`config.mk`:
```
export PLATFORM = sky130hd
export DESIGN_NAME = lsu_flat
export DESIGN_NICKNAME = d
export VERILOG_FILES = /design/src/source/lsu_pkg.sv /design/src/source/obi_if.sv /design/src/source/lsu.sv /design/src/flat_wrapper.sv
export SDC_FILE = /design/constraint.sdc
export NUM_CORES = 1
export LEC_CHECK = 0
export ABC_AREA = 1
export BUFFER_PORTS_ARGS = -buffer_cell sky130_fd_sc_hd__buf_2
export CELL_PAD_IN_SITES_DETAIL_PLACEMENT = 1
export CELL_PAD_IN_SITES_GLOBAL_PLACEMENT = 2
export CORE_UTILIZATION = 11
export DETAILED_ROUTE_END_ITERATION = 12
export PLACE_DENSITY_LB_ADDON = 0.08
export SLEW_MARGIN = 20
export SYNTH_ARGS = -nofsm -noshare
export SYNTH_HDL_FRONTEND = slang
export SYNTH_SLANG_ARGS = --single-unit
```
`constraint.sdc`:
```
create_clock -name CLK -period 0.8 [get_ports CLK]
set_input_delay 0 -clock CLK [delete_from_list [all_inputs] [get_ports CLK]]
set_output_delay 0 -clock CLK [all_outputs]
set_load 0.05 [all_outputs]
```
`src/source/lsu_pkg.sv`:
```
package lsu_pkg;

    // data and address width
    localparam int XLEN = 32;

    // one byte enable per byte lane
    localparam int BE_W = XLEN / 8;

    // access size from the decode stage
    typedef enum logic [1:0] {
        SIZE_BYTE = 2'b00,
        SIZE_HALF = 2'b01,
        SIZE_WORD = 2'b10
    } mem_size_t;

    // memory request flag from decode
    typedef enum logic {
        NO_REQUEST = 1'b0,
        REQUEST    = 1'b1
    } proc_req_t;

    // memory control word, 5 bits
    typedef struct packed {
        proc_req_t proc_req;
        // write enable
        logic      we;
        mem_size_t size;
        // zero extension on loads
        logic      is_unsigned;
    } mem_ctrl_t;

    // lsu transfer states
    typedef enum logic [1:0] {
        // idle, a request goes out combinationally
        WAIT_REQ   = 2'b00,
        // address phase held until gnt
        WAIT_READY = 2'b01,
        // address accepted, waiting for the response
        WAIT_VALID = 2'b10
    } lsu_state_t;

endpackage

```
`src/source/obi_if.sv`:
```
`timescale 1ns/10ps

interface obi_if;

    // address phase
    logic                     req;
    logic                     gnt;
    logic [lsu_pkg::XLEN-1:0] addr;
    logic                     we;
    logic [lsu_pkg::BE_W-1:0] be;
    logic [lsu_pkg::XLEN-1:0] wdata;

    // response phase
    logic                     rvalid;
    logic [lsu_pkg::XLEN-1:0] rdata;

    modport manager (
        output req, addr, we, be, wdata,
        input  gnt, rvalid, rdata
    );

    modport subordinate (
        input  req, addr, we, be, wdata,
        output gnt, rvalid, rdata
    );

endinterface

```
`src/source/lsu.sv`:
```
`timescale 1ns/10ps

module lsu (
    input  logic                     CLK,
    input  logic                     RSTn,
    input  lsu_pkg::mem_ctrl_t       mem_ctrl,
    input  logic                     hz_data_req,
    input  logic [lsu_pkg::XLEN-1:0] addr,
    input  logic [lsu_pkg::XLEN-1:0] wdata,
    output logic [lsu_pkg::XLEN-1:0] rdata,
    output logic                     busy,
    obi_if.manager                   obi
);

    lsu_pkg::lsu_state_t      state;
    lsu_pkg::lsu_state_t      state_next;
    logic                     req_en;
    logic [lsu_pkg::XLEN-1:0] rword;

    // access wanted by decode and allowed by the hazard unit
    assign req_en = (mem_ctrl.proc_req == lsu_pkg::REQUEST) && hz_data_req;

    always_ff @(posedge CLK) begin
        if (!RSTn) begin
            state <= lsu_pkg::WAIT_REQ;
        end else begin
            state <= state_next;
        end
    end

    always_comb begin
        state_next = state;
        case (state)
            lsu_pkg::WAIT_REQ: begin
                if (req_en) begin
                    // gnt may already come in the request cycle
                    if (obi.gnt) begin
                        state_next = lsu_pkg::WAIT_VALID;
                    end else begin
                        state_next = lsu_pkg::WAIT_READY;
                    end
                end
            end
            lsu_pkg::WAIT_READY: begin
                if (obi.gnt) begin
                    state_next = lsu_pkg::WAIT_VALID;
                end
            end
            lsu_pkg::WAIT_VALID: begin
                if (obi.rvalid) begin
                    state_next = lsu_pkg::WAIT_REQ;
                end
            end
            default: begin
                state_next = lsu_pkg::WAIT_REQ;
            end
        endcase
    end

    // req and busy rise with the request, busy drops with rvalid
    always_comb begin
        obi.req = 1'b0;
        busy    = 1'b0;
        case (state)
            lsu_pkg::WAIT_REQ: begin
                obi.req = req_en;
                busy    = req_en;
            end
            lsu_pkg::WAIT_READY: begin
                obi.req = 1'b1;
                busy    = 1'b1;
            end
            lsu_pkg::WAIT_VALID: begin
                busy = !obi.rvalid;
            end
            default: begin
                obi.req = 1'b0;
                busy    = 1'b0;
            end
        endcase
    end

    // datapath holds these stable while busy
    assign obi.addr = addr;
    assign obi.we   = mem_ctrl.we;

    // store data replicated across lanes, be selects the live ones
    always_comb begin
        case (mem_ctrl.size)
            lsu_pkg::SIZE_BYTE: begin
                obi.wdata = {4{wdata[7:0]}};
                obi.be    = 4'b0001 << addr[1:0];
            end
            lsu_pkg::SIZE_HALF: begin
                obi.wdata = {2{wdata[15:0]}};
                obi.be    = 4'b0011 << {addr[1], 1'b0};
            end
            default: begin
                obi.wdata = wdata;
                obi.be    = 4'b1111;
            end
        endcase
    end

    // addressed lane moved down to bit 0
    assign rword = obi.rdata >> {addr[1:0], 3'b000};

    always_comb begin
        case (mem_ctrl.size)
            lsu_pkg::SIZE_BYTE: begin
                if (mem_ctrl.is_unsigned) begin
                    rdata = {24'b0, rword[7:0]};
                end else begin
                    rdata = {{24{rword[7]}}, rword[7:0]};
                end
            end
            lsu_pkg::SIZE_HALF: begin
                if (mem_ctrl.is_unsigned) begin
                    rdata = {16'b0, rword[15:0]};
                end else begin
                    rdata = {{16{rword[15]}}, rword[15:0]};
                end
            end
            default: begin
                rdata = obi.rdata;
            end
        endcase
    end

    // misaligned accesses are not supported
    a_aligned: assert property (@(posedge CLK) disable iff (!RSTn)
        obi.req |-> !(((mem_ctrl.size == lsu_pkg::SIZE_HALF) && addr[0]) ||
                      ((mem_ctrl.size == lsu_pkg::SIZE_WORD) && (addr[1:0] != 2'b00))))
        else $error("lsu: misaligned access at %h", addr);

    // address phase must not change while the memory stalls
    a_addr_stable: assert property (@(posedge CLK) disable iff (!RSTn)
        (obi.req && !obi.gnt) |=> ($stable(obi.addr) && $stable(obi.we)))
        else $error("lsu: addr or we changed before gnt");

    // a response only follows an accepted request
    a_no_stray_rvalid: assert property (@(posedge CLK) disable iff (!RSTn)
        (state == lsu_pkg::WAIT_REQ) |-> !obi.rvalid)
        else $error("lsu: rvalid with no transfer open");

endmodule

```
`src/flat_wrapper.sv`:
```
// flat-port wrapper written by rule: the top's interface ports become plain ports
module lsu_flat 
  (CLK, RSTn, mem_ctrl, hz_data_req, addr, wdata, rdata, busy, obi_req, obi_addr, obi_we, obi_be, obi_wdata, obi_gnt, obi_rvalid, obi_rdata);
  obi_if obi_i ();
  input  logic CLK;
  input  logic RSTn;
  input  lsu_pkg::mem_ctrl_t mem_ctrl;
  input  logic hz_data_req;
  input  logic [lsu_pkg::XLEN-1:0] addr;
  input  logic [lsu_pkg::XLEN-1:0] wdata;
  output logic [lsu_pkg::XLEN-1:0] rdata;
  output logic busy;
  output wire logic [$bits(obi_i.req)-1:0] obi_req;
  output wire logic [$bits(obi_i.addr)-1:0] obi_addr;
  output wire logic [$bits(obi_i.we)-1:0] obi_we;
  output wire logic [$bits(obi_i.be)-1:0] obi_be;
  output wire logic [$bits(obi_i.wdata)-1:0] obi_wdata;
  input wire logic [$bits(obi_i.gnt)-1:0] obi_gnt;
  input wire logic [$bits(obi_i.rvalid)-1:0] obi_rvalid;
  input wire logic [$bits(obi_i.rdata)-1:0] obi_rdata;
  assign obi_req = obi_i.req;
  assign obi_addr = obi_i.addr;
  assign obi_we = obi_i.we;
  assign obi_be = obi_i.be;
  assign obi_wdata = obi_i.wdata;
  assign obi_i.gnt = obi_gnt;
  assign obi_i.rvalid = obi_rvalid;
  assign obi_i.rdata = obi_rdata;
  lsu u_core (.CLK(CLK), .RSTn(RSTn), .mem_ctrl(mem_ctrl), .hz_data_req(hz_data_req), .addr(addr), .wdata(wdata), .rdata(rdata), .busy(busy), .obi(obi_i));
endmodule
```
After elaboration in Yosys (flattened, before gate mapping)
Index checks and enable logic that the tools add are counted.
Storage, ports and cells
  register bits after elaboration: 2
  bits of input ports: 106
  output and inout port bits: 103
Operators by class
  equality and inequality tests: 6
  shift-type cells: 3
  mux-type cells: 12
  reductions and logical operators: 5
Operators with widths (count)
  case mux 32 bit (2 select lines): 2
  two-way mux 32 bit: 2
  >> shifter 32 x 5 -> 16 bit: 1
  two-way mux 2 bit: 4
  case mux 4 bit (2 select lines): 1
  case mux 2 bit (3 select lines): 1
  == test 2 x 1 -> 1 bit, second input constant: 2
  zero test 2 bit: 2
  != test 2 bit, second input constant: 2
  left shift 1 x 2 -> 4 bit, first input constant: 1
  left shift 2 x 2 -> 4 bit, first input constant: 1
  case mux 1 bit (3 select lines): 1
  AND reduction 3 bit: 1
  == test 2 bit, second input constant: 1
  != test 2 x 1 -> 1 bit, second input constant: 1
  case mux 1 bit (2 select lines): 1
  logical AND 1 bit: 1
  zero test 1 bit: 1

Depth between registers and ports, before layout
Gate-level depths: netlist of the first run.
  depth in word-level cells: 3
  mapped depth: 10
  depth with buffers taken out: 7

Worst setup path after synthesis of the first run
Ideal clock, no wire load.
  path kind: input -> output
  from: in addr[1] (netlist name)
  to: out obi_be[2]
  arrival: 1.423 ns
  slack: -0.623 ns
  cell stages on the path: 4
  cell sequence: buf_6 inv_2 buf_4 o21ai_0
Between the ends
  word-level cells in the longest chain between the ends: 2
RTL lines
  start, declared: RTL line flat_wrapper.sv:9  | input logic [lsu_pkg::XLEN-1:0] addr;
  left shift 2 x 2 -> 4 bit / left shift 1 x 2 -> 4 bit (equally long branches): RTL line lsu.sv:96, lsu.sv:92
  case mux 4 bit (2 select lines) *: RTL line lsu.sv:89  | case (mem_ctrl.size)
  end, declared: RTL line flat_wrapper.sv:16  | output wire logic [$bits(obi_i.be)-1:0] obi_be;
Mark *: on every way between the ends. The rest lies on a longest branch, timed or not.

Worst setup path in the final report of the first run
  from: reg u_core.state[0]
  to: out busy
Between the ends
  word-level cells in the longest chain between the ends: 2
RTL lines
  start, declared: RTL line lsu.sv:15  | lsu_pkg::lsu_state_t state;
  start signal, assigned: RTL line lsu.sv:25  | state <= lsu_pkg::WAIT_REQ;
  start signal, assigned: RTL line lsu.sv:27  | state <= state_next;
  == test 2 bit (tied with other cells): RTL line lsu.sv:64  | case (state)
  case mux 1 bit (3 select lines) *: RTL line lsu.sv:64
  end, declared: RTL line flat_wrapper.sv:12  | output logic busy;
Marked as above.

==> results.yml, run 1 <==
sta:
  final_hold_viol_count: 0
  slew_viol_final: 0
  setup_slack_ps: -222
  fmax_mhz: 978
  hold_ws_ps: 0.0140
  clock_skew_ps: 1.35
  period_needed_ps: 1020
  worst_pin_slew_ps: 253
  setup_viol: 37
  post-route-period-util: 1.28
  slew_headroom: 0.831
  rsz0062_at_grt: "true"
drt:
  wirelength_mm: 8.99
  wire_per_inst_um: 14.1
  met3_length_um: 783
  drcViolationCount: 0
  topRoutingLayerUsed: "met4"
  num_vias: 2513
  met1_length_mm: 3.55
  drt_pass1_iterations: 4
  drt-initial-drc-count: 47
  vias_per_cell: 3.95
  antenna_left: 0
  dr_wl_met2_mm: 4.54
setup_path:
  start_kind: "flop"
  crit_type: "reg2out"
  required_ps: 800
  cp-end-kind: "output pin"
  crit_fanout: 3
  r2r_start: "u_core.state[0]$_SDFFE_PN0P_"
  cp.arrival_ps: 1020
  crit_path_start: "u_core.state[0]$_SDFFE_PN0P_"
synthesis:
  synthXorXnorAreaFrac: 0
  synthFlopType: "dfxtp_1"
  yosys-top-cells-count: "nand2_1 (165), buf_4 (43), nand3_1 (43)"
  synth_adder_area_share: 0
  synth_top_area_frac: 0.381
  synth_most_common_cell: "nand2_1"
  synth_mux_area_frac: 0
  synth_compound_area_frac: 0.0408
  synthSimpleGateAreaFrac: 0.642
  synth_nets: 419
  yosys_warnings: 0
  seq_area_frac_synth: 0.0247
  synth_area_sq_um: 1620
  synth_edf_count: 0
  synthTopCellsByArea: "nand2_1 (38%), buf_4 (20%), nand3_1 (13%)"
  syn_area_per_cell_sq_um: 5.19
  ys_ff_latch: 2
  synth_cell_type_count: 25
  synth_top_family_by_area: "simple AND/OR/NAND/NOR gates"
  synthArstFlopShare: 0
  yosysTopAreaCell: "nand2_1"
  synth_cells: 313
finish:
  regMostFlops: "u_core.state"
  reg.largest.list: "u_core.state x2"
  num_antenna_cells: 0
  seq_area_sq_um: 41.3
  final_nets: 561
  multi_input_area_sq_um: 1910
  largest_register_ff_count: 2
  synthToLayoutAreaGrowth_pct: 159
  nFillCells: 1727
  post-route-util: 0.290
  final_cell_area_sq_um: 4200
  drive_above_1_share: 0.770
power:
  ir_worst_vdd_mv: 0.449
  total_power_mw: 4.40
  p_per_area_nw_per_um2: 1050
  p_leak_nw: 2.22
hold_path:
  hold_path.class: "in2out"
  hp-start: "addr[20]"
grt:
  first_global_vias: 2674
  grt_use_total: 0.116
  grt_pass1_wl_mm: 13.7
  grt_start_max_net_pins: 26
  grt_overflow_total: 0
  antenna_found_initial: 0
clock_tree:
  path_clk_slew_ps: 30
  cts_root_buf: "clkbuf_16"
  cts_buffer_depth: 2
  cts_max_level: 1
  cts.sinks: 2
  cts_tree: "yes"
  worstSkewPairLatency_ps: 220
  cts_inserted_buffers: 3
place:
  gp_congestion: 0.726
  dpl_cell_area_sq_um: 2880
  numPortBuffers: 146
  dp_hpwl_mm: 6.99
floorplan:
  initial_core_util: 0.112
  rows: 44
  fp.coreArea_sq_um: 14500
  ioPinCount: 209
  die_x_um: 124
  dieArea_sq_um: 15300
  die_height_um: 124
run:
  maxCapViolations: 0
outcome:
  failed_checks: "setup timing"
  outcome: "finished, violations left"
==> cells by family after synthesis <==
family                 after synthesis
buffers and inverters               69
AO/OA/AOI/OAI                       10
flip-flops                           2
AND/OR/NAND/NOR                    232
==> what timing repair did <==
action                                  CTS  global route
endpoints found under the hold margin     1             0
pin swaps                                37            22
gates cloned                              3             0
gates resized for setup                 250            64
hold buffers                              1             0
setup buffers                            10             4
endpoints found under the setup margin   64            55
==> area by class of cell <==
type                    count  share of cell area
clock buffers               3              0.0179
inverters                  11              0.0188
multi-input cells         242               0.454
flip-flops and latches      2             0.00982
well taps                 184              0.0548
repair buffers            195               0.445
==> layout by cell type, fill, tap and decap left out, types with 2 or more instances in the layout <==
master and count:
buf_12 18, buf_2 81, buf_4 36, buf_6 18
buf_8 39, clkbuf_16 3, clkinv_8 2, inv_1 2
inv_2 4, inv_4 2, nand2_1 87, nand2_2 53
nand2_4 26, nand2_8 2, nand3_1 6, nand3_2 21
nand3_4 28, nor2_4 5, o211ai_1 2, o21bai_1 2
==> worst max-delay path: stages, from the launching register on <==
cell	delay, ps
dfxtp_2	320
a21o_1	160
nand2_2	100
nand2_2	70
buf_8	150
==> where the power goes <==
group | internal, mW | switching, mW
combinational | 1.44 | 2.12
clock | 0.635 | 0.105
sequential | 0.105 | 0.00256
==> per-layer routing <==
metal,global-route usage,vias to the layer above
li1,-,1226
met1,0.138,1166
met2,0.210,114
met3,0.0263,7
met4,0.0279,0
met5,0,-
==> path summary, 6_finish.rpt <==
check,end,slack (ps),cells after the start
worst min-delay path,obi_addr[20],0.01,0
worst max register to register,u_core.state[0]$_SDFFE_PN0P_,-70,4
worst max-delay path,busy,-220,4
worst min register to register,u_core.state[1]$_SDFFE_PN0P_,620,4
==> metrics by stage <==
step           TNS (ps)  setup slack, ps  instances
2_1_floorplan     -4100             -197        313
3_3_place_gp     -15030             -353        621
3_5_place_dp     -15840             -370        621
4_1_cts           -6150             -213        638
5_1_grt           -8170             -264        637
6_report          -5880             -222        637
(Power assumes the default switching activity.)
==> inputs of run 2 (changes only) <==
--- a/config.mk
+++ b/config.mk
@@ -6,7 +6,7 @@
 export NUM_CORES = 1
 export LEC_CHECK = 0
 export ABC_AREA = 1
-export BUFFER_PORTS_ARGS = -buffer_cell sky130_fd_sc_hd__buf_2
+export BUFFER_PORTS_ARGS = -buffer_cell sky130_fd_sc_hd__buf_4
 export CELL_PAD_IN_SITES_DETAIL_PLACEMENT = 1
 export CELL_PAD_IN_SITES_GLOBAL_PLACEMENT = 2
 export CORE_UTILIZATION = 11
==> run 2 against run 1 <==
  * The run still ends with setup timing left
  * Clock power grew 0.9%
  * First-iteration DRC count decreased by 4.3%
  * Combinational power increased by 1%
  * Non-clock buffer count rose by 1
  * Total power grew 0.95%
  * Fmax fell by 3.2%
  * Clock skew is essentially flat
  * Largest power group unchanged
  * Highest routed layer unchanged
==> results.yml, run 2 (synthesis gave the netlist of run 1 again) <==
setup_path:
  max_stage_delay_ps: 310
  r2r_end: "u_core.state[1]$_SDFFE_PN0P_"
  required_ps: 800
  r2r_start: "u_core.state[1]$_SDFFE_PN0P_"
  crit_fanout: 2
  crit_path_cell_trace: "inv_2, nor3_4, inv_2, nand2_2, buf_8"
  crit_type: "reg2out"
  path_common_cell: "inv_2"
  start_kind: "flop"
  regToRegSetupSlack_ps: -140
  cp-end-kind: "output pin"
  cp_slowest_cell: "dfxtp_2"
  reg2reg_depth: 5
  cp.arrival_ps: 1060
  path_delay_family: "flip-flops"
  cp_num_buf_inv: 3
sta:
  slew_headroom: 0.790
  worst_pin_slew_ps: 315
  setup_viol: 37
  final_hold_viol_count: 0
  slew_viol_final: 0
  clock_skew_ps: 1.61
  post-route-period-util: 1.32
  finalSetupTns_ps: -5920
  period_needed_ps: 1060
  rsz0062_at_grt: "true"
  fmax_mhz: 947
  hold_ws_ps: 0.0140
  setup_slack_ps: -256
drt:
  wire_per_inst_um: 14.6
  drt-initial-drc-count: 45
  drcViolationCount: 0
  num_vias: 2511
  antenna_left: 0
  vias_per_cell: 3.94
  wirelength_mm: 9.30
  drt_pass1_iterations: 4
power:
  total_power_mw: 4.44
  p_leak_nw: 2.20
  power.switching_mw: 2.19
  power_frac_seq: 0.024
  clkPwrFrac: 0.168
  comb_power_share: 0.808
  internal-power_mw: 2.26
  p_per_area_nw_per_um2: 1040
  swShare: 0.492
  ir_worst_vdd_mv: 0.319
clock_tree:
  cts.sinks: 2
  worstSkewPairLatency_ps: 220
  cts_tree: "yes"
  cts_inserted_buffers: 3
  cts_max_level: 1
  cts_buffer_depth: 2
  path_clk_slew_ps: 30
  cts_root_buf: "clkbuf_16"
grt:
  grt_use_total: 0.119
  grt_overflow_total: 0
  grt_pass1_wl_mm: 14.0
  antenna_found_initial: 0
  grt_start_max_net_pins: 25
  first_global_vias: 2649
hold_path:
  hold_path.class: "in2out"
  hold_end: "obi_addr[20]"
  worstHoldPathCells: 0
  hp-start: "addr[20]"
finish:
  largest_register_ff_count: 2
  post-route-util: 0.295
  synthToLayoutAreaGrowth_pct: 163
  layout_commonest_cell: "buf_4"
  nFillCells: 1698
  final_nets: 562
  reg.largest.list: "u_core.state x2"
  final_cell_mix: "buf_4 (107), nand2_1 (104), nand2_2 (48)"
  drive_above_1_share: 0.722
  num_antenna_cells: 0
  regMostFlops: "u_core.state"
place:
  numPortBuffers: 146
  gp_congestion: 0.694
  dp_slack_ps: -282
  dp_hpwl_mm: 7.04
floorplan:
  die_height_um: 124
  initial_core_util: 0.112
  rows: 44
  fp.coreArea_sq_um: 14500
  dieArea_sq_um: 15300
  die_x_um: 124
  ioPinCount: 209
run:
  maxCapViolations: 0
outcome:
  failed_checks: "setup timing"
  outcome: "finished, violations left"
-- run 2: changes by cell type in the layout (fill, tap and decap cells not counted), sizes merged --
cell,change
bufbuf,+1
clkinv,-1
inv,+1
-- run 2: worst max path at each step --
| stage | start | cells past startpoint | slack [ps] | endpoint |
|---|---|---|---|---|
| after floorplan | addr[0] | 10 | -200 | rdata[20] |
| after global placement | addr[1] | 9 | -290 | rdata[11] |
| after detailed placement | addr[0] | 10 | -280 | rdata[18] |
| after CTS | u_core.state[0]$_SDFFE_PN0P_ | 4 | -230 | busy |
| after global routing | u_core.state[1]$_SDFFE_PN0P_ | 5 | -300 | busy |
| final | u_core.state[1]$_SDFFE_PN0P_ | 5 | -260 | busy |
-- run 2: metrics by stage --
step                instances  cell area [sq um]
global route              638               4270
CTS                       637               4010
global placement          614               3140
detailed placement        614               3140
finish                    638               4270
floorplan                 313               2010
-- run 2: worst reg2reg max path: cells and delay by family, from the launching register on --
family	cells	cell delay, ps
AO/OA/AOI/OAI	2	160
buffers and inverters	2	180
flip-flops	1	310
AND/OR/NAND/NOR	1	210
-- run 2: power by group through the flow --
stage / Clock, mW / Sequential (mW) / Combinational, mW
after global routing: 0.773 / 0.108 / 3.80
final: 0.747 / 0.108 / 3.59
after global placement: 0 / 0.107 / 2.90
after detailed placement: 0 / 0.107 / 2.90
after floorplan: 0 / 0.107 / 2.29
after CTS: 0.762 / 0.106 / 3.47
-- run 2: what timing repair did --
action	in CTS	in global routing
pin swaps	19	17
gates resized for setup	144	72
cloned	3	1
setup endpoints to repair	55	61
hold endpoints to repair	1	0
hold buffers	1	0
setup buffers	16	3
-- run 2: per-layer routing --
metal	global-route usage	wire (um)
met3	0.0295	789
met5	0	0
met2	0.222	4820
met4	0.0181	56
met1	0.139	3630
-- run 2: final cells by class --
| class | count | area (sq um) | share of cell area |
|---|---|---|---|
| clock buffers | 3 | 75.1 | 0.0176 |
| inverters | 11 | 73.8 | 0.0173 |
| multi-input cells | 242 | 1740 | 0.409 |
| flip-flops and latches | 2 | 42.5 | 0.00997 |
| well taps | 184 | 230 | 0.0540 |
| repair buffers | 196 | 2100 | 0.492 |
==> inputs of run 3 (changes only) <==
--- a/config.mk
+++ b/config.mk
@@ -7,10 +7,12 @@
 export LEC_CHECK = 0
 export ABC_AREA = 1
 export BUFFER_PORTS_ARGS = -buffer_cell sky130_fd_sc_hd__buf_4
-export CELL_PAD_IN_SITES_DETAIL_PLACEMENT = 1
+export CELL_PAD_IN_SITES_DETAIL_PLACEMENT = 0
 export CELL_PAD_IN_SITES_GLOBAL_PLACEMENT = 2
+export CORE_ASPECT_RATIO = 2
 export CORE_UTILIZATION = 11
 export DETAILED_ROUTE_END_ITERATION = 12
+export GPL_TIMING_DRIVEN = 0
 export PLACE_DENSITY_LB_ADDON = 0.08
 export SLEW_MARGIN = 20
 export SYNTH_ARGS = -nofsm -noshare
==> run 3 against run 2 <==
  * The run still ends with setup timing left
  * Via count increased by 14%
  * Cell area up 25%
  * Clock skew decreased by 1.5 ps
  * Register-to-register slack better by 40 ps
  * Fmax is 0.21% higher
  * Wire length is 24% higher
  * Die area increased by 0.20%
  * Clock power about the same
  * Sequential power is essentially flat
  * Worst hold slack improved by 46 ps
  * Combinational power rose by 26%
==> results.yml, run 3 (synthesis gave the netlist of run 1 again) <==
drt:
  num_vias: 2851
  drcViolationCount: 0
  wire_per_inst_um: 15.9
  drt_pass1_iterations: 4
  antenna_left: 0
  wirelength_mm: 11.5
  drt-initial-drc-count: 37
  vias_per_cell: 3.94
grt:
  antenna_found_initial: 0
  grt_start_max_net_pins: 11
  grt_use_total: 0.148
  grt_overflow_total: 0
  first_global_vias: 3058
  grt_pass1_wl_mm: 16.9
sta:
  post-route-period-util: 1.32
  slew_headroom: 0.780
  hold_ws_ps: 46.1
  final_hold_viol_count: 0
  rsz0062_at_grt: "true"
  worst_pin_slew_ps: 330
  period_needed_ps: 1050
  clock_skew_ps: 0.0739
  setup_viol: 61
  fmax_mhz: 949
  slew_viol_final: 0
  setup_slack_ps: -254
  finalSetupTns_ps: -10020
clock_tree:
  cts_max_level: 1
  worstSkewPairLatency_ps: 220
  path_clk_slew_ps: 30
  cts_inserted_buffers: 3
  cts_tree: "yes"
  cts_buffer_depth: 2
  cts.sinks: 2
  cts_root_buf: "clkbuf_16"
finish:
  num_antenna_cells: 0
  reg.largest.list: "u_core.state x2"
  final_cell_mix: "buf_4 (170), nand2_1 (85), buf_8 (60)"
  synthToLayoutAreaGrowth_pct: 228
  finalNonFillerCells: 723
  regMostFlops: "u_core.state"
  largest_register_ff_count: 2
  final_nets: 639
  layout_commonest_cell: "buf_4"
  post-route-util: 0.371
  drive_above_1_share: 0.797
  nFillCells: 1522
power:
  ir_worst_vdd_mv: 0.382
  p_leak_nw: 2.73
  total_power_mw: 5.38
  p_per_area_nw_per_um2: 1010
floorplan:
  initial_core_util: 0.113
  rows: 62
  dieArea_sq_um: 15300
  die_x_um: 87.9
  ioPinCount: 209
  fp.coreArea_sq_um: 14400
  die_height_um: 174
setup_path:
  crit_fanout: 7
  start_kind: "input port"
  required_ps: 800
  cp.arrival_ps: 1050
  crit_type: "in2out"
  cp-end-kind: "output pin"
place:
  gp_congestion: 0.683
  numPortBuffers: 174
  placedCellCount: 679
  dp_hpwl_mm: 8.36
run:
  maxCapViolations: 0
outcome:
  failed_checks: "setup timing"
  outcome: "finished, violations left"
hold_path:
  hold_path.class: "in2reg"
==> run 3: cell count changes in the layout (fill, tap and decap cells not counted), sizes merged <==
cell	previous run	this run
buf	193	269
bufbuf	1	0
clkbuf	4	6
inv	10	8
clkinvlp	0	2
==> run 3: through the flow <==
step | area (sq um) | setup WS, ps
after global placement | 3560 | -570
after global routing | 5320 | -319
after CTS | 5060 | -282
after detailed placement | 3560 | -577
after floorplan | 2010 | -197
final | 5320 | -254
==> run 3: repair_timing <==
action / 4_1_cts / 5_1_grt
cloned: 5 / 1
endpoints found under the setup margin: 61 / 63
pin swaps: 44 / 21
endpoints found under the hold margin: 1 / 0
resized for setup: 267 / 63
buffers inserted: 34 / 3
hold buffers: 1 / 0
==> run 3: metal layers <==
metal	share of wire	vias up	track usage	routed length [um]
met5	0	-	0	0
met4	0.0016	0	0.0130	18
met3	0.057	2	0.0190	662
met2	0.65	118	0.329	7510
met1	0.29	1339	0.134	3330
li1	-	1392	-	-
==> run 3: worst paths after layout <==
kind | start | to | slack [ps] | cells after the start
setup / recovery | mem_ctrl[1] | rdata[14] | -250 | 9
hold / removal | RSTn | u_core.state[0]$_SDFFE_PN0P_ | 50 | 2
setup reg to reg | u_core.state[0]$_SDFFE_PN0P_ | u_core.state[1]$_SDFFE_PN0P_ | -100 | 4
hold reg to reg | u_core.state[0]$_SDFFE_PN0P_ | u_core.state[1]$_SDFFE_PN0P_ | 640 | 4
==> run 3: final cells by class <==
cell class | instances | area (sq um) | area share
inverter | 11 | 92.6 | 0.0174
clock buffer | 3 | 75.1 | 0.0141
buffer | 58 | 568 | 0.107
tap | 192 | 240 | 0.0452
multi-input combinational | 242 | 2050 | 0.385
timing repair buffer | 215 | 2250 | 0.423
sequential | 2 | 41.3 | 0.00776
==> run 3: critical path, stage by stage <==
cell and delay [ps]:
buf_8 100, clkinvlp_4 110, buf_12 110, nand2_8 60, nor2_4 140, nand2_8 120
buf_16 180, nand3_4 80, buf_8 140
==> run 3: power breakdown <==
group          switching (mW)  total, mW  internal, mW  leakage (nW)
combinational            2.61       4.52          1.91          2.68
clock                   0.111      0.747         0.636        0.0370
sequential            0.00294      0.108         0.105        0.0168
total                    2.72       5.38          2.65          2.73
